**src/rtl/eeprom_pkg.sv**
```systemverilog
package eeprom_pkg;

  // 24c16 style part, 2048 bytes
  typedef logic [10:0] addr_t;
  typedef logic [7:0]  byte_t;

  // quarter-bit phase index from the bit timer
  typedef logic [1:0]  bit_phase_t;

  localparam bit_phase_t ph_low  = 2'd0;  // scl low, sda may change
  localparam bit_phase_t ph_rise = 2'd1;  // scl rising
  localparam bit_phase_t ph_high = 2'd2;  // sample, start/stop edge
  localparam bit_phase_t ph_fall = 2'd3;  // scl falling

  // commands from the main fsm to the serial shifter
  typedef enum logic [2:0] {
    cmd_none,
    cmd_start,
    cmd_stop,
    cmd_send,
    cmd_recv
  } shift_cmd_e;

  // device type code at the head of every control byte
  localparam logic [3:0] ctrl_code = 4'b1010;

endpackage

```
**src/rtl/scl_timer.sv**
```systemverilog
module scl_timer import eeprom_pkg::*; #(
  parameter int clk_div = 4
) (
  input  logic       clk,
  input  logic       rst_n,
  input  logic       run,
  output logic       tick,
  output bit_phase_t phase,
  output logic       scl
);

  localparam int               cnt_w    = (clk_div > 1) ? $clog2(clk_div) : 1;
  localparam logic [cnt_w-1:0] cnt_last = cnt_w'(clk_div - 1);

  logic [cnt_w-1:0] cnt;
  bit_phase_t       phase_nxt;

  // last cycle of each quarter bit
  assign tick = run && (cnt == cnt_last);

  always_comb begin
    phase_nxt = phase;
    if (!run) begin
      phase_nxt = ph_low;
    end else if (tick) begin
      phase_nxt = bit_phase_t'(phase + 2'd1);
    end
  end

  always_ff @(posedge clk or negedge rst_n) begin
    if (!rst_n) begin
      cnt   <= '0;
      phase <= ph_low;
      scl   <= 1'b1;
    end else begin
      if (!run || tick) begin
        cnt <= '0;
      end else begin
        cnt <= cnt + 1'b1;
      end
      phase <= phase_nxt;
      // follows the phase register, idles high
      scl   <= !run || (phase_nxt == ph_rise) || (phase_nxt == ph_high);
    end
  end

endmodule

```
**src/rtl/sda_shifter.sv**
```systemverilog
module sda_shifter import eeprom_pkg::*; (
  input  logic       clk,
  input  logic       rst_n,
  input  shift_cmd_e cmd,
  input  logic       load,
  input  byte_t      tx_byte,
  input  logic       tick,
  input  bit_phase_t phase,
  input  logic       sda_in,
  output logic       sda_out,
  output logic       sda_en,
  output byte_t      rx_byte,
  output logic       done
);

  shift_cmd_e cur_cmd;
  logic [8:0] slot;  // one-hot, slot 8 is the ack bit
  byte_t      sh_out;
  byte_t      sh_in;
  logic       one_bit;
  logic       last_slot;
  logic       end_of_bit;

  assign one_bit    = (cur_cmd == cmd_start) || (cur_cmd == cmd_stop);
  assign last_slot  = one_bit || slot[8];
  assign end_of_bit = tick && (phase == ph_fall);
  assign done       = end_of_bit && last_slot && (cur_cmd != cmd_none);
  assign rx_byte    = sh_in;

  always_ff @(posedge clk or negedge rst_n) begin
    if (!rst_n) begin
      cur_cmd <= cmd_none;
      slot    <= '0;
      sda_out <= 1'b1;
      sda_en  <= 1'b0;
    end else if (load) begin
      cur_cmd <= cmd;
      slot    <= 9'd1;
      // level for the first slot, set early in phase 0
      case (cmd)
        cmd_start: begin
          sda_en  <= 1'b1;
          sda_out <= 1'b1;
        end
        cmd_stop: begin
          sda_en  <= 1'b1;
          sda_out <= 1'b0;
        end
        cmd_send: begin
          sda_en  <= 1'b1;
          sda_out <= tx_byte[7];  // msb first
        end
        cmd_recv: begin
          sda_en  <= 1'b0;
        end
        default: begin
          sda_en  <= sda_en;
        end
      endcase
    end else if (cur_cmd != cmd_none) begin
      // start falls and stop rises while scl is high
      if (tick && (phase == ph_rise) && one_bit) begin
        sda_out <= (cur_cmd == cmd_stop);
      end
      if (end_of_bit) begin
        if (last_slot) begin
          cur_cmd <= cmd_none;
          slot    <= '0;
          if (cur_cmd == cmd_stop) begin
            sda_en <= 1'b0;  // bus free
          end
        end else begin
          slot <= slot << 1;
          if (slot[7]) begin
            // ack slot: released on send, nack on recv
            sda_en  <= (cur_cmd == cmd_recv);
            sda_out <= 1'b1;
          end else if (cur_cmd == cmd_send) begin
            sda_out <= sh_out[6];
          end
        end
      end
    end
  end

  always_ff @(posedge clk) begin
    if (load) begin
      sh_out <= tx_byte;
    end else if (end_of_bit && (cur_cmd == cmd_send)) begin
      sh_out <= sh_out << 1;
    end
    if (tick && (phase == ph_high) && (cur_cmd == cmd_recv) && !slot[8]) begin
      sh_in <= {sh_in[6:0], sda_in};  // sampled at end of scl high
    end
  end

endmodule

```
**src/rtl/eeprom_main_fsm.sv**
```systemverilog
module eeprom_main_fsm import eeprom_pkg::*; (
  input  logic       clk,
  input  logic       rst_n,
  input  logic       wr,
  input  logic       rd,
  input  addr_t      addr,
  input  byte_t      data_in,
  input  logic       done,
  input  byte_t      rx_byte,
  output logic       run,
  output shift_cmd_e cmd,
  output logic       load,
  output byte_t      tx_byte,
  output byte_t      data_out,
  output logic       ack
);

  typedef enum logic [3:0] {
    st_idle,
    st_start,
    st_ctrl_wr,
    st_addr_wr,
    st_data_wr,
    st_restart,
    st_ctrl_rd,
    st_data_rd,
    st_stop,
    st_ackn
  } state_e;

  state_e state;
  state_e state_nxt;
  logic   is_read;
  logic   take;
  addr_t  addr_q;
  byte_t  data_q;

  // only an idle controller accepts a strobe
  assign take = (state == st_idle) && (wr || rd);
  assign ack  = (state == st_ackn);  // one cycle after the stop's done

  // sequence of the shifter steps
  always_comb begin
    case (state)
      st_start:   state_nxt = st_ctrl_wr;
      st_ctrl_wr: state_nxt = st_addr_wr;
      st_addr_wr: state_nxt = is_read ? st_restart : st_data_wr;
      st_data_wr: state_nxt = st_stop;
      st_restart: state_nxt = st_ctrl_rd;
      st_ctrl_rd: state_nxt = st_data_rd;
      st_data_rd: state_nxt = st_stop;
      st_stop:    state_nxt = st_ackn;
      default:    state_nxt = st_idle;
    endcase
  end

  // shifter command for the current step
  always_comb begin
    case (state)
      st_start,
      st_restart: cmd = cmd_start;
      st_ctrl_wr,
      st_addr_wr,
      st_data_wr,
      st_ctrl_rd: cmd = cmd_send;
      st_data_rd: cmd = cmd_recv;
      st_stop:    cmd = cmd_stop;
      default:    cmd = cmd_none;
    endcase
  end

  always_comb begin
    case (state)
      st_ctrl_wr: tx_byte = {ctrl_code, addr_q[10:8], 1'b0};  // write flag
      st_addr_wr: tx_byte = addr_q[7:0];
      st_data_wr: tx_byte = data_q;
      st_ctrl_rd: tx_byte = {ctrl_code, addr_q[10:8], 1'b1};  // read flag
      default:    tx_byte = '0;
    endcase
  end

  always_ff @(posedge clk or negedge rst_n) begin
    if (!rst_n) begin
      state    <= st_idle;
      is_read  <= 1'b0;
      run      <= 1'b0;
      load     <= 1'b0;
      data_out <= '0;
    end else begin
      load <= 1'b0;
      case (state)
        st_idle: begin
          if (take) begin
            is_read <= !wr;  // wr wins over rd
            run     <= 1'b1;
            load    <= 1'b1;
            state   <= st_start;
          end
        end
        st_ackn: begin
          state <= st_idle;
        end
        default: begin
          if (done) begin
            state <= state_nxt;
            if (state == st_data_rd) begin
              data_out <= rx_byte;
            end
            if (state == st_stop) begin
              run <= 1'b0;
            end else begin
              load <= 1'b1;
            end
          end
        end
      endcase
    end
  end

  // command latched at the accepted strobe
  always_ff @(posedge clk) begin
    if (take) begin
      addr_q <= addr;
      data_q <= data_in;
    end
  end

endmodule

```
**src/rtl/eeprom_wr.sv**
```systemverilog
module eeprom_wr import eeprom_pkg::*; #(
  parameter int clk_div = 4  // clk cycles per quarter bit
) (
  input  logic  clk,
  input  logic  rst_n,
  input  logic  wr,
  input  logic  rd,
  input  addr_t addr,
  input  byte_t data_in,
  output byte_t data_out,
  output logic  ack,
  output logic  scl,
  input  logic  sda_in,
  output logic  sda_out,
  output logic  sda_en
);

  logic       run;
  logic       tick;
  bit_phase_t phase;
  shift_cmd_e cmd;
  logic       load;
  logic       done;
  byte_t      tx_byte;
  byte_t      rx_byte;

  eeprom_main_fsm eeprom_main_fsm_i (
    .clk      (clk),
    .rst_n    (rst_n),
    .wr       (wr),
    .rd       (rd),
    .addr     (addr),
    .data_in  (data_in),
    .done     (done),
    .rx_byte  (rx_byte),
    .run      (run),
    .cmd      (cmd),
    .load     (load),
    .tx_byte  (tx_byte),
    .data_out (data_out),
    .ack      (ack)
  );

  scl_timer #(
    .clk_div (clk_div)
  ) scl_timer_i (
    .clk   (clk),
    .rst_n (rst_n),
    .run   (run),
    .tick  (tick),
    .phase (phase),
    .scl   (scl)
  );

  sda_shifter sda_shifter_i (
    .clk     (clk),
    .rst_n   (rst_n),
    .cmd     (cmd),
    .load    (load),
    .tx_byte (tx_byte),
    .tick    (tick),
    .phase   (phase),
    .sda_in  (sda_in),
    .sda_out (sda_out),
    .sda_en  (sda_en),
    .rx_byte (rx_byte),
    .done    (done)
  );

endmodule

```
**config.mk**
```make
export PLATFORM = sky130hd
export DESIGN_NAME = eeprom_wr
export DESIGN_NICKNAME = d
export VERILOG_FILES = /design/src/rtl/eeprom_pkg.sv /design/src/rtl/scl_timer.sv /design/src/rtl/sda_shifter.sv /design/src/rtl/eeprom_main_fsm.sv /design/src/rtl/eeprom_wr.sv
export SDC_FILE = /design/constraint.sdc
export NUM_CORES = 1
export LEC_CHECK = 0
export ABC_AREA = 1
export BUFFER_PORTS_ARGS = -buffer_cell sky130_fd_sc_hd__clkbuf_2
export CAP_MARGIN = 25
export CORE_AREA = 2 2 67 82
export CTS_CLUSTER_DIAMETER = 150
export CTS_CLUSTER_SIZE = 30
export DETAILED_ROUTE_END_ITERATION = 10
export DIE_AREA = 0 0 69 84
export PLACE_DENSITY = 0.9
export SYNTH_ARGS = -nofsm -noshare
export SYNTH_HDL_FRONTEND = slang
export SYNTH_HIERARCHICAL = 1
export SYNTH_SLANG_ARGS = --single-unit
```
**constraint.sdc**
```tcl
create_clock -name clk -period 5.6 [get_ports clk]
set_clock_uncertainty 0.1 [all_clocks]
set_input_delay 0.56 -clock clk [delete_from_list [all_inputs] [get_ports clk]]
set_output_delay 0.56 -clock clk [all_outputs]
set_load 0.01 [all_outputs]
```
# Word-level counts from Yosys, hierarchy flattened
# Memory sizes are Yosys's and may differ from the RTL's.
# Index checks and enable logic that the tools add are counted.
[word_totals]
ff_bits = 68
rom_bits = 48
output_inout_bits = 12
n_memories = 1
[op_classes]
add_sub_neg = 2
eq_ne = 27
muxes = 42
bitwise = 2
reduce_logical = 41
[memory_table]
columns = ["memory", "words", "word_bits", "read_ports", "rd_clocked_by_memory_dff", "write_ports", "line_no", "rtl"]
rows = [
  ["(name not given)", 16, 3, 1, 0, 0, "eeprom_main_fsm.sv:59", "case (state)"],
]
[op_table]
columns = ["op", "n"]
rows = [
  ["9-bit 2-to-1 mux", 4],
  ["8-bit one-hot mux with 4 select lines", 1],
  ["4-bit one-hot mux with 7 select lines", 1],
  ["1-bit 2-to-1 mux", 20],
  ["4-bit by 3-bit == test with 1-bit output, second input constant", 4],
  ["7-bit 2-to-1 mux", 2],
  ["3-bit by 2-bit == test with 1-bit output, second input constant", 4],
  ["3-bit 2-to-1 mux", 4],
  ["2-bit nonzero test", 6],
  ["1-bit logical AND", 11],
  ["3-bit nonzero test", 3],
  ["2-bit == test, second input constant", 4],
  ["4-bit by 2-bit == test with 1-bit output, second input constant", 2],
  ["4-bit == test, second input constant", 2],
  ["4-bit 2-to-1 mux", 2],
  ["4-bit one-hot mux with 2 select lines", 1],
  ["2-bit AND reduction", 4],
  ["3-bit by 1-bit == test with 1-bit output, second input constant", 2],
  ["3-bit == test, second input constant", 2],
  ["1-bit logical OR", 6],
  ["2-bit 2-to-1 mux", 3],
  ["1-bit one-hot mux with 2 select lines", 3],
  ["3-bit AND reduction", 2],
  ["5-bit AND reduction", 1],
  ["14 further kinds", 20],
]

# Logic depth before layout (Yosys ltp)
# Gate-level depths: netlist (run 1).
[logic_depth]
ltp_word = 11
mapped_depth = 13

# By module
# The synthesis (run 1) kept the hierarchy.
[by_module_without_submodules]
columns = ["mod", "n_inst", "cells_each", "area_per_inst_um2"]
rows = [
  ["eeprom_main_fsm", 1, 152, 1505.2],
  ["sda_shifter", 1, 138, 1322.5],
  ["scl_timer", 1, 23, 216.5],
]

# Least setup slack after synthesis (run 1)
# Ideal clock, no wire load.
[synth_path]
path_type = "register to register"
start = "register scl_timer_i.cnt[0]"
end = "register sda_shifter_i.sh_out[0] (enable)"
setup_ns = 0.381
arrival_ns = 1.539
t_required_ns = 5.119
slack_ns = 3.580
stages_incl_launch_ff = 8
path_buffers = 0
cell_sequence = "dfrtp_1 ha_1 nand2_2 inv_1 nand2_1 nor2_2 inv_1 o21ai_0"
[synth_between]
elab_chain_cells = 5
[synth_lines]
columns = ["element", "line_no", "rtl"]
rows = [
  ["from (decl)", "scl_timer.sv:15", "logic [cnt_w-1:0] cnt;"],
  ["from (signal assigned)", "scl_timer.sv:39", "cnt <= cnt + 1'b1;"],
  ["2-bit == test", "scl_timer.sv:19", "assign tick = run && (cnt == cnt_last);"],
  ["1-bit logical AND", "scl_timer.sv:19", ""],
  ["net tick", "eeprom_wr.sv:19", "logic tick;"],
  ["1-bit logical AND", "sda_shifter.sv:26", "assign end_of_bit = tick && (phase == ph_fall);"],
  ["1-bit logical AND", "sda_shifter.sv:89", "end else if (end_of_bit && (cur_cmd == cmd_send)) begin"],
  ["2-bit nonzero test (no source line)", "n/a", ""],
  ["to (signal assigned)", "sda_shifter.sv:88", "sh_out <= tx_byte;"],
  ["to (signal assigned)", "sda_shifter.sv:90", "sh_out <= sh_out << 1;"],
  ["to (decl)", "sda_shifter.sv:18", "byte_t sh_out;"],
]
# The timed path passes the listed nets, and every way through them passes these cells.
# A chain may end at the register's enable or synchronous reset.

# Worst setup path after layout (run 1)
[layout_path]
start = "register scl_timer_i.cnt[0]"
end = "register sda_shifter_i.sh_out[6] (enable)"
# Same word-level chain as after synthesis.

==> results of run 1 <==
worst paths after layout:
check / end / slack [ns] / start
worst max-delay path: sda_shifter_i/sh_out[6] / 3.23 / scl_timer_i/cnt[0]
worst min-delay path: eeprom_main_fsm_i/data_out[3] / 0.20 / rst_n
worst max register to register: sda_shifter_i/sh_out[6] / 3.23 / scl_timer_i/cnt[0]
worst min register to register: scl_timer_i/cnt[0] / 0.34 / scl_timer_i/cnt[0]
max in group asynchronous: sda_shifter_i/cur_cmd[0] / 4.66 / rst_n
min in group clk: eeprom_main_fsm_i/addr_q[0] / 0.28 / addr[0]
area by class of cell:
cell class | count | area (um^2) | share of cell area (%)
sequential | 68 | 1870 | 54.0
multi-input combinational | 196 | 966 | 27.8
timing repair buffer | 35 | 175 | 5.04
inverter | 44 | 165 | 4.76
clock buffer | 9 | 124 | 3.57
clock inverter | 7 | 91.3 | 2.63
tap | 62 | 77.6 | 2.23
state kept, by name, summed over array words and instances, names as in the netlist, 2 cells and up:
| register | count |
|---|---|
| scl_timer_i/phase | 2 |
| scl_timer_i/cnt | 2 |
| eeprom_main_fsm_i/data_q | 8 |
| eeprom_main_fsm_i/state | 4 |
| sda_shifter_i/sh_out | 7 |
| eeprom_main_fsm_i/addr_q | 11 |
| sda_shifter_i/slot | 9 |
| sda_shifter_i/cur_cmd | 3 |
| sda_shifter_i/rx_byte | 8 |
| eeprom_main_fsm_i/data_out | 8 |
worst register-to-register path, delay by kind of cell (launching register included):
kind | cells | cell delay [ns]
and+or+nand+nor | 3 | 0.39
buffers and inverters | 2 | 0.18
DFF | 1 | 0.35
AOI/OAI and AO/OA | 1 | 0.73
adders and majority gates | 1 | 0.24
cell families (layout without fill, tap and decap cells):
kind of cell	after synthesis	in the layout	synth area share (%)
flops	68	68	61.6
simple gates	161	161	23.4
buf+inv	49	95	6.70
compound gates	34	34	7.89
fa+ha+maj	1	1	0.411
through the flow:
stage | cells | util [%] | worst slack, ns
5_1_grt | 421 | 68.4 | 3.01
3_5_place_dp | 405 | 64.1 | 3.24
4_1_cts | 421 | 68.4 | 3.21
2_1_floorplan | 313 | - | 3.58
3_3_place_gp | 405 | 64.1 | 3.39
6_report | 421 | 68.4 | 3.23
layer usage:
metal  track usage [%]  routed length, um
met1              24.1               2120
met2              38.1               3140
met3              6.88                446
met4              11.9                221
met5                 0                  0
power by group:
part	internal, mW	leakage (nW)	switching [mW]
Combinational	0.150	0.783	0.332
Clock	0.248	0.101	0.186
Sequential	0.678	0.760	0.0854
Total	1.08	1.64	0.604
cells in the final DEF, fill, tap and decap left out, types with 3 or more instances in the layout:
cell       n
edfxtp_1  34
nor2_1    17
nand2_1   94
o21ai_2    9
inv_2      9
o21ai_0    5
nand2_2    5
clkbuf_8   9
nor3_1     3
inv_1     35
nand4_1    4
nor2_2     5
dfrtp_1   32
clkbuf_2  35
o22ai_1    8
o21ai_1    4
nand3_1   28
==> results.json, run 1 <==
{
  "fill_cells": 368,
  "critPathSlowestCell": "o21ai_0",
  "hold_violations": 0,
  "power_mw": 1.68,
  "fp.dieH_um": 84,
  "power_leakage_nw": 1.64,
  "drc": 0,
  "worst_pin_slew_ns": 0.928,
  "clock_path_buffers": 2,
  "powerDensity_nw_per_um2": 484,
  "rows": 29,
  "insertion_delay_ns": 0.35,
  "crit_chain": "ha_1 -> nand2_2 -> inv_1 -> nand2_1 -> nor2_2 -> inv_1 -> o21ai_0",
  "yosysMostFrequentCell": "nand2_1",
  "cp.required_ns": 5.47,
  "critPathBufInv": 2,
  "synth_edf_count": 34,
  "final_cell_area_um2": 3470,
  "grt_pass1_wl_mm": 9.85,
  "drive_above_1_share_pct": 23.1,
  "critPathLaunchType": "flop",
  "h-tree-depth": 3,
  "slew_viol_final": 0,
  "critPathArrivalTime_ns": 2.24,
  "cts_setup_buffers": 0,
  "cpMostUsedCell": "inv_1",
  "synth_common_cells": "nand2_1, inv_1, edfxtp_1",
  "worstSetupPathType": "reg2reg",
  "syn_area_um2": 3040,
  "timing.hold.ws_ns": 0.199,
  "cts_tree": "yes",
  "end_kind": "flop",
  "cp_top_family": "compound AO/OA/AOI/OAI gates",
  "reg2regPathDepth": 7,
  "clockRootBuffer": "clkbuf_8",
  "place_area_um2": 3260,
  "hpwl_mm": 3.95,
  "yosysTopAreaCell": "edfxtp_1",
  "max-slew-margin-rel_pct": 37.5,
  "min_path_type": "in2async",
  "cts-resized-gates": 0,
  "postCtsHoldBufs": 0,
  "grt_setup_unrepaired": "false",
  "synth_area_leaders": "edfxtp_1, dfrtp_1, nand2_1",
  "vdd.ir_drop.worst_mv": 0.418,
  "grt_pass1_vias": 2240,
  "drt_pass1_iterations": 5,
  "die_area_um2": 5800,
  "yosys_warnings": 6,
  "critical_path.max_stage_delay_ns": 0.73,
  "cp.depth": 7,
  "ios": 36,
  "ys_ff_latch": 68,
  "wirelength_mm": 5.93,
  "cts_sinks": 68,
  "grt_max_degree": 35,
  "synthFlopType": "edfxtp_1",
  "post-route-min-period_ns": 2.37,
  "yosys.cell_types.count": 31,
  "clkTransAtPathRegs_ns": 0.08,
  "grt_usage_pct": 22.1,
  "syn_to_final_growth_pct": 14.1,
  "drt_iter0_drc": 198,
  "vias_per_cell": 5.54,
  "finalCritPeriodShare_pct": 42.3,
  "final_antenna_net_count": 0,
  "vias": 2331,
  "status": "complete, no violations",
  "ys_seq_area_share_pct": 61.6,
  "port_buffers": 35,
  "clock.fmax_mhz": 422,
  "synth-async-reset-ratio_pct": 50.0,
  "synth.top_cell.area_share_pct": 33.5,
  "setup_tns_ns": 0,
  "synth_cells": 313,
  "setup_violations": 0,
  "cap_violations": 0,
  "post_drt_wl_per_cell_um": 14.1,
  "place.gp.congestion": 0.909,
  "coreArea_um2": 5080,
  "worstPathMaxFanout": 7,
  "fp.dieW_um": 69,
  "grt-ovfl-total": 0,
  "fin_nets": 379,
  "initial_core_util_pct": 59.9,
  "syn_avg_cell_area_um2": 9.73,
  "antenna_cells_inserted": 0,
  "cts_buffers": 9,
  "synthesis.nets": 338,
  "antenna_found_initial": 0
}
Power figures use the tool's default switching activity.
==> run 2, diff against run 1 <==
- ABC_AREA: 1 -> 0
- CORE_AREA: 2 2 67 82 -> 2 2 70 85
- DIE_AREA: 0 0 69 84 -> 0 0 72 87
- PLACE_DENSITY: 0.9 -> 0.83
- clock period: 5.6 -> 2.4 ns (I/O delays scaled with it)
==> run 2 against run 1 <==
  * Maximum frequency grew 8.7%
  * Die area rose by 8.1%
  * Critical path type unchanged
  * Synthesized area shrank 0.90%
  * Combinational power rose by 80%
  * Count of clock-buffer cells in the layout is 1 higher
  * Wire length down 4.3%
  * Worst hold slack worse by 0.099 ns
  * Flip-flop and latch count unchanged
  * Critical endpoint is now eeprom_main_fsm_i/state[0]
  * Total power rose by 110%
  * Sequential power is 120% higher
==> results.json, run 2 <==
{
  "status": "complete, no violations",
  "critPathArrivalTime_ns": 2.31,
  "synth.top_cell.area_share_pct": 33.8,
  "ios": 36,
  "vdd.ir_drop.worst_mv": 0.627,
  "fp.dieW_um": 72,
  "final_antenna_net_count": 0,
  "ys_seq_area_share_pct": 62.1,
  "antenna_cells_inserted": 0,
  "cp.required_ns": 2.53,
  "p_sw_mw": 1.13,
  "cts-resized-gates": 0,
  "finalCritPeriodShare_pct": 90.9,
  "synthFlopType": "edfxtp_1",
  "wirelength_mm": 5.68,
  "final-instance-count-excl-fill": 361,
  "yosysMostFrequentCell": "edfxtp_1",
  "hold_violations": 0,
  "end_kind": "flop",
  "place_area_um2": 3250,
  "reg2regPathDepth": 8,
  "cp.depth": 8,
  "h-tree-depth": 3,
  "critPathSlowestCell": "or2_2",
  "layout_commonest_cell": "clkbuf_2",
  "netSwitchingFraction_pct": 31.5,
  "synth_common_cells": "edfxtp_1, dfrtp_1, nand2_1",
  "vias_per_cell": 5.69,
  "ys_ff_latch": 68,
  "cp_top_family": "simple AND/OR/NAND/NOR gates",
  "vias": 2055,
  "insertion_delay_ns": 0.34,
  "crit_chain": "ha_1 -> and2_1 -> nand3_1 -> or2_2 -> nor2_1 -> buf_4 -> a21oi_1 -> o32a_1",
  "drc": 0,
  "grt_usage_pct": 20.5,
  "clkTransAtPathRegs_ns": 0.07,
  "synth_cells": 230,
  "fp.dieH_um": 87,
  "slew_viol_final": 0,
  "worst_slack_ns": 0.219,
  "synth_area_leaders": "edfxtp_1, dfrtp_1, mux2_2",
  "synth_edf_count": 34,
  "yosysTopAreaCell": "edfxtp_1",
  "drive_above_1_share_pct": 29.6,
  "power_leakage_nw": 1.55,
  "syn_avg_cell_area_um2": 13.1,
  "drt_pass1_iterations": 4,
  "worstPathMaxFanout": 12,
  "grt_setup_unrepaired": "false",
  "placed_cells": 323,
  "grt_max_degree": 35,
  "syn_area_um2": 3020,
  "syn_to_final_growth_pct": 22.4,
  "max-slew-margin-rel_pct": 42.6,
  "cts_tree": "yes",
  "clock.fmax_mhz": 458,
  "antenna_found_initial": 0,
  "post_drt_wl_per_cell_um": 15.7,
  "hpwl_mm": 3.32,
  "drt_iter0_drc": 112,
  "initial_core_util_pct": 54.7,
  "grt-ovfl-total": 0,
  "top_regs": "eeprom_main_fsm_i/addr_q x11, sda_shifter_i/slot x9",
  "port_buffers": 35,
  "p_comb_share_pct": 24.1,
  "setup_tns_ns": 0,
  "p_seq_share_pct": 46.9,
  "clock_path_buffers": 2,
  "critPathLaunchType": "flop",
  "internal_power_mw": 2.47,
  "grt_pass1_wl_mm": 9.50,
  "powerDensity_nw_per_um2": 976,
  "final_cell_mix": "clkbuf_2, edfxtp_1, dfrtp_1",
  "critical_path.max_stage_delay_ns": 0.40,
  "clkPwrFrac_pct": 29.0,
  "yosys.cell_types.count": 55,
  "fin_nets": 317,
  "setup_violations": 0,
  "coreArea_um2": 5520,
  "clockRootBuffer": "clkbuf_8",
  "dp_slack_ns": 0.227,
  "post-route-min-period_ns": 2.18,
  "synthesis.nets": 255,
  "synth-async-reset-ratio_pct": 50.0,
  "cts_buffers": 9,
  "rows": 30,
  "min_path_type": "in2reg",
  "yosys_warnings": 6,
  "final_cell_area_um2": 3690,
  "worstSetupPathType": "reg2reg",
  "post-route-util_pct": 66.9,
  "grt_pass1_vias": 2073,
  "largest_reg_flops": 11,
  "hold_depth": 3,
  "critPathBufInv": 1,
  "max_flop_register": "eeprom_main_fsm_i/addr_q",
  "place.gp.congestion": 0.918,
  "worst_pin_slew_ns": 0.861,
  "cap_violations": 0,
  "die_area_um2": 6260,
  "cts_sinks": 68
}
[run 2: cell count changes in the layout (fill, tap and decap cells not counted), sizes merged, moves of 9 or more]
| cell | before | now |
|---|---|---|
| nor2 | 22 | 9 |
| dlygate4sd3 | 0 | 22 |
| o21ai | 19 | 9 |
| mux2 | 0 | 16 |
| nand2 | 100 | 18 |
| a21oi | 2 | 11 |
| a22o | 2 | 11 |
| inv | 44 | 6 |
| nand3 | 30 | 3 |
[run 2: cell type report]
| cell class | instances | area, um^2 |
|---|---|---|
| tap | 64 | 80.1 |
| sequential | 68 | 1870 |
| timing repair buffer | 62 | 433 |
| clock buffer | 10 | 138 |
| fill | 417 | 1820 |
| inverter | 6 | 22.5 |
| multi-input combinational | 145 | 1060 |
| clock inverter | 6 | 87.6 |
[run 2: cells by family after synthesis]
logic type / share of synthesized area, %
AND/OR/NAND/NOR: 14.0
flip-flops: 62.1
AO/OA/AOI/OAI: 12.7
multiplexers: 7.09
buffers and inverters: 2.78
XOR/XNOR: 0.871
adder cells (fa/ha/maj): 0.415
[run 2: worst paths after layout]
path | startpoint | end | slack [ns]
worst max-delay path | scl_timer_i/cnt[0] | eeprom_main_fsm_i/state[0] | 0.22
min in group asynchronous | rst_n | sda_shifter_i/cur_cmd[2] | 0.44
max in group asynchronous | rst_n | sda_shifter_i/cur_cmd[1] | 1.22
worst max register to register | scl_timer_i/cnt[0] | eeprom_main_fsm_i/state[0] | 0.22
worst min register to register | scl_timer_i/cnt[0] | scl_timer_i/cnt[0] | 0.34
worst min-delay path | rd | eeprom_main_fsm_i/is_read | 0.1
[run 2: through the flow]
step	hold WS, ns	power, mW
global placement	0.282	2.50
global route	0.115	3.81
floorplan	-0.156	2.35
CTS	0.0828	3.62
detailed placement	0.298	2.55
finish	0.0999	3.60
[run 2: per-layer routing]
| layer | routed length, um | up-vias | track usage (%) |
|---|---|---|---|
| met1 | 2270 | 1004 | 23.9 |
| met3 | 249 | 11 | 5.90 |
| met5 | 0 | - | 0 |
| met4 | 123 | 0 | 9.43 |
| li1 | - | 982 | - |
| met2 | 3040 | 58 | 34.8 |
[run 2: what timing repair did]
| action | in CTS | in global routing |
|---|---|---|
| buffers inserted | 0 | 0 |
| endpoints found under the hold margin | 53 | 0 |
| setup endpoints to repair | 0 | 0 |
| hold buffers | 22 | 0 |
[run 2: power groups by stage]
stage	clock network [mW]	logic, mW	registers [mW]
after floorplan	0	0.793	1.55
after detailed placement	0	0.838	1.71
after CTS	1.06	0.867	1.69
final	1.05	0.867	1.69
after global routing	1.11	0.967	1.73
after global placement	0	0.804	1.70
[run 2: worst min-delay path, stage by stage]
cell and delay (ns):
clkbuf_2 0.09, a21oi_1 0.12, a21oi_1 0.05
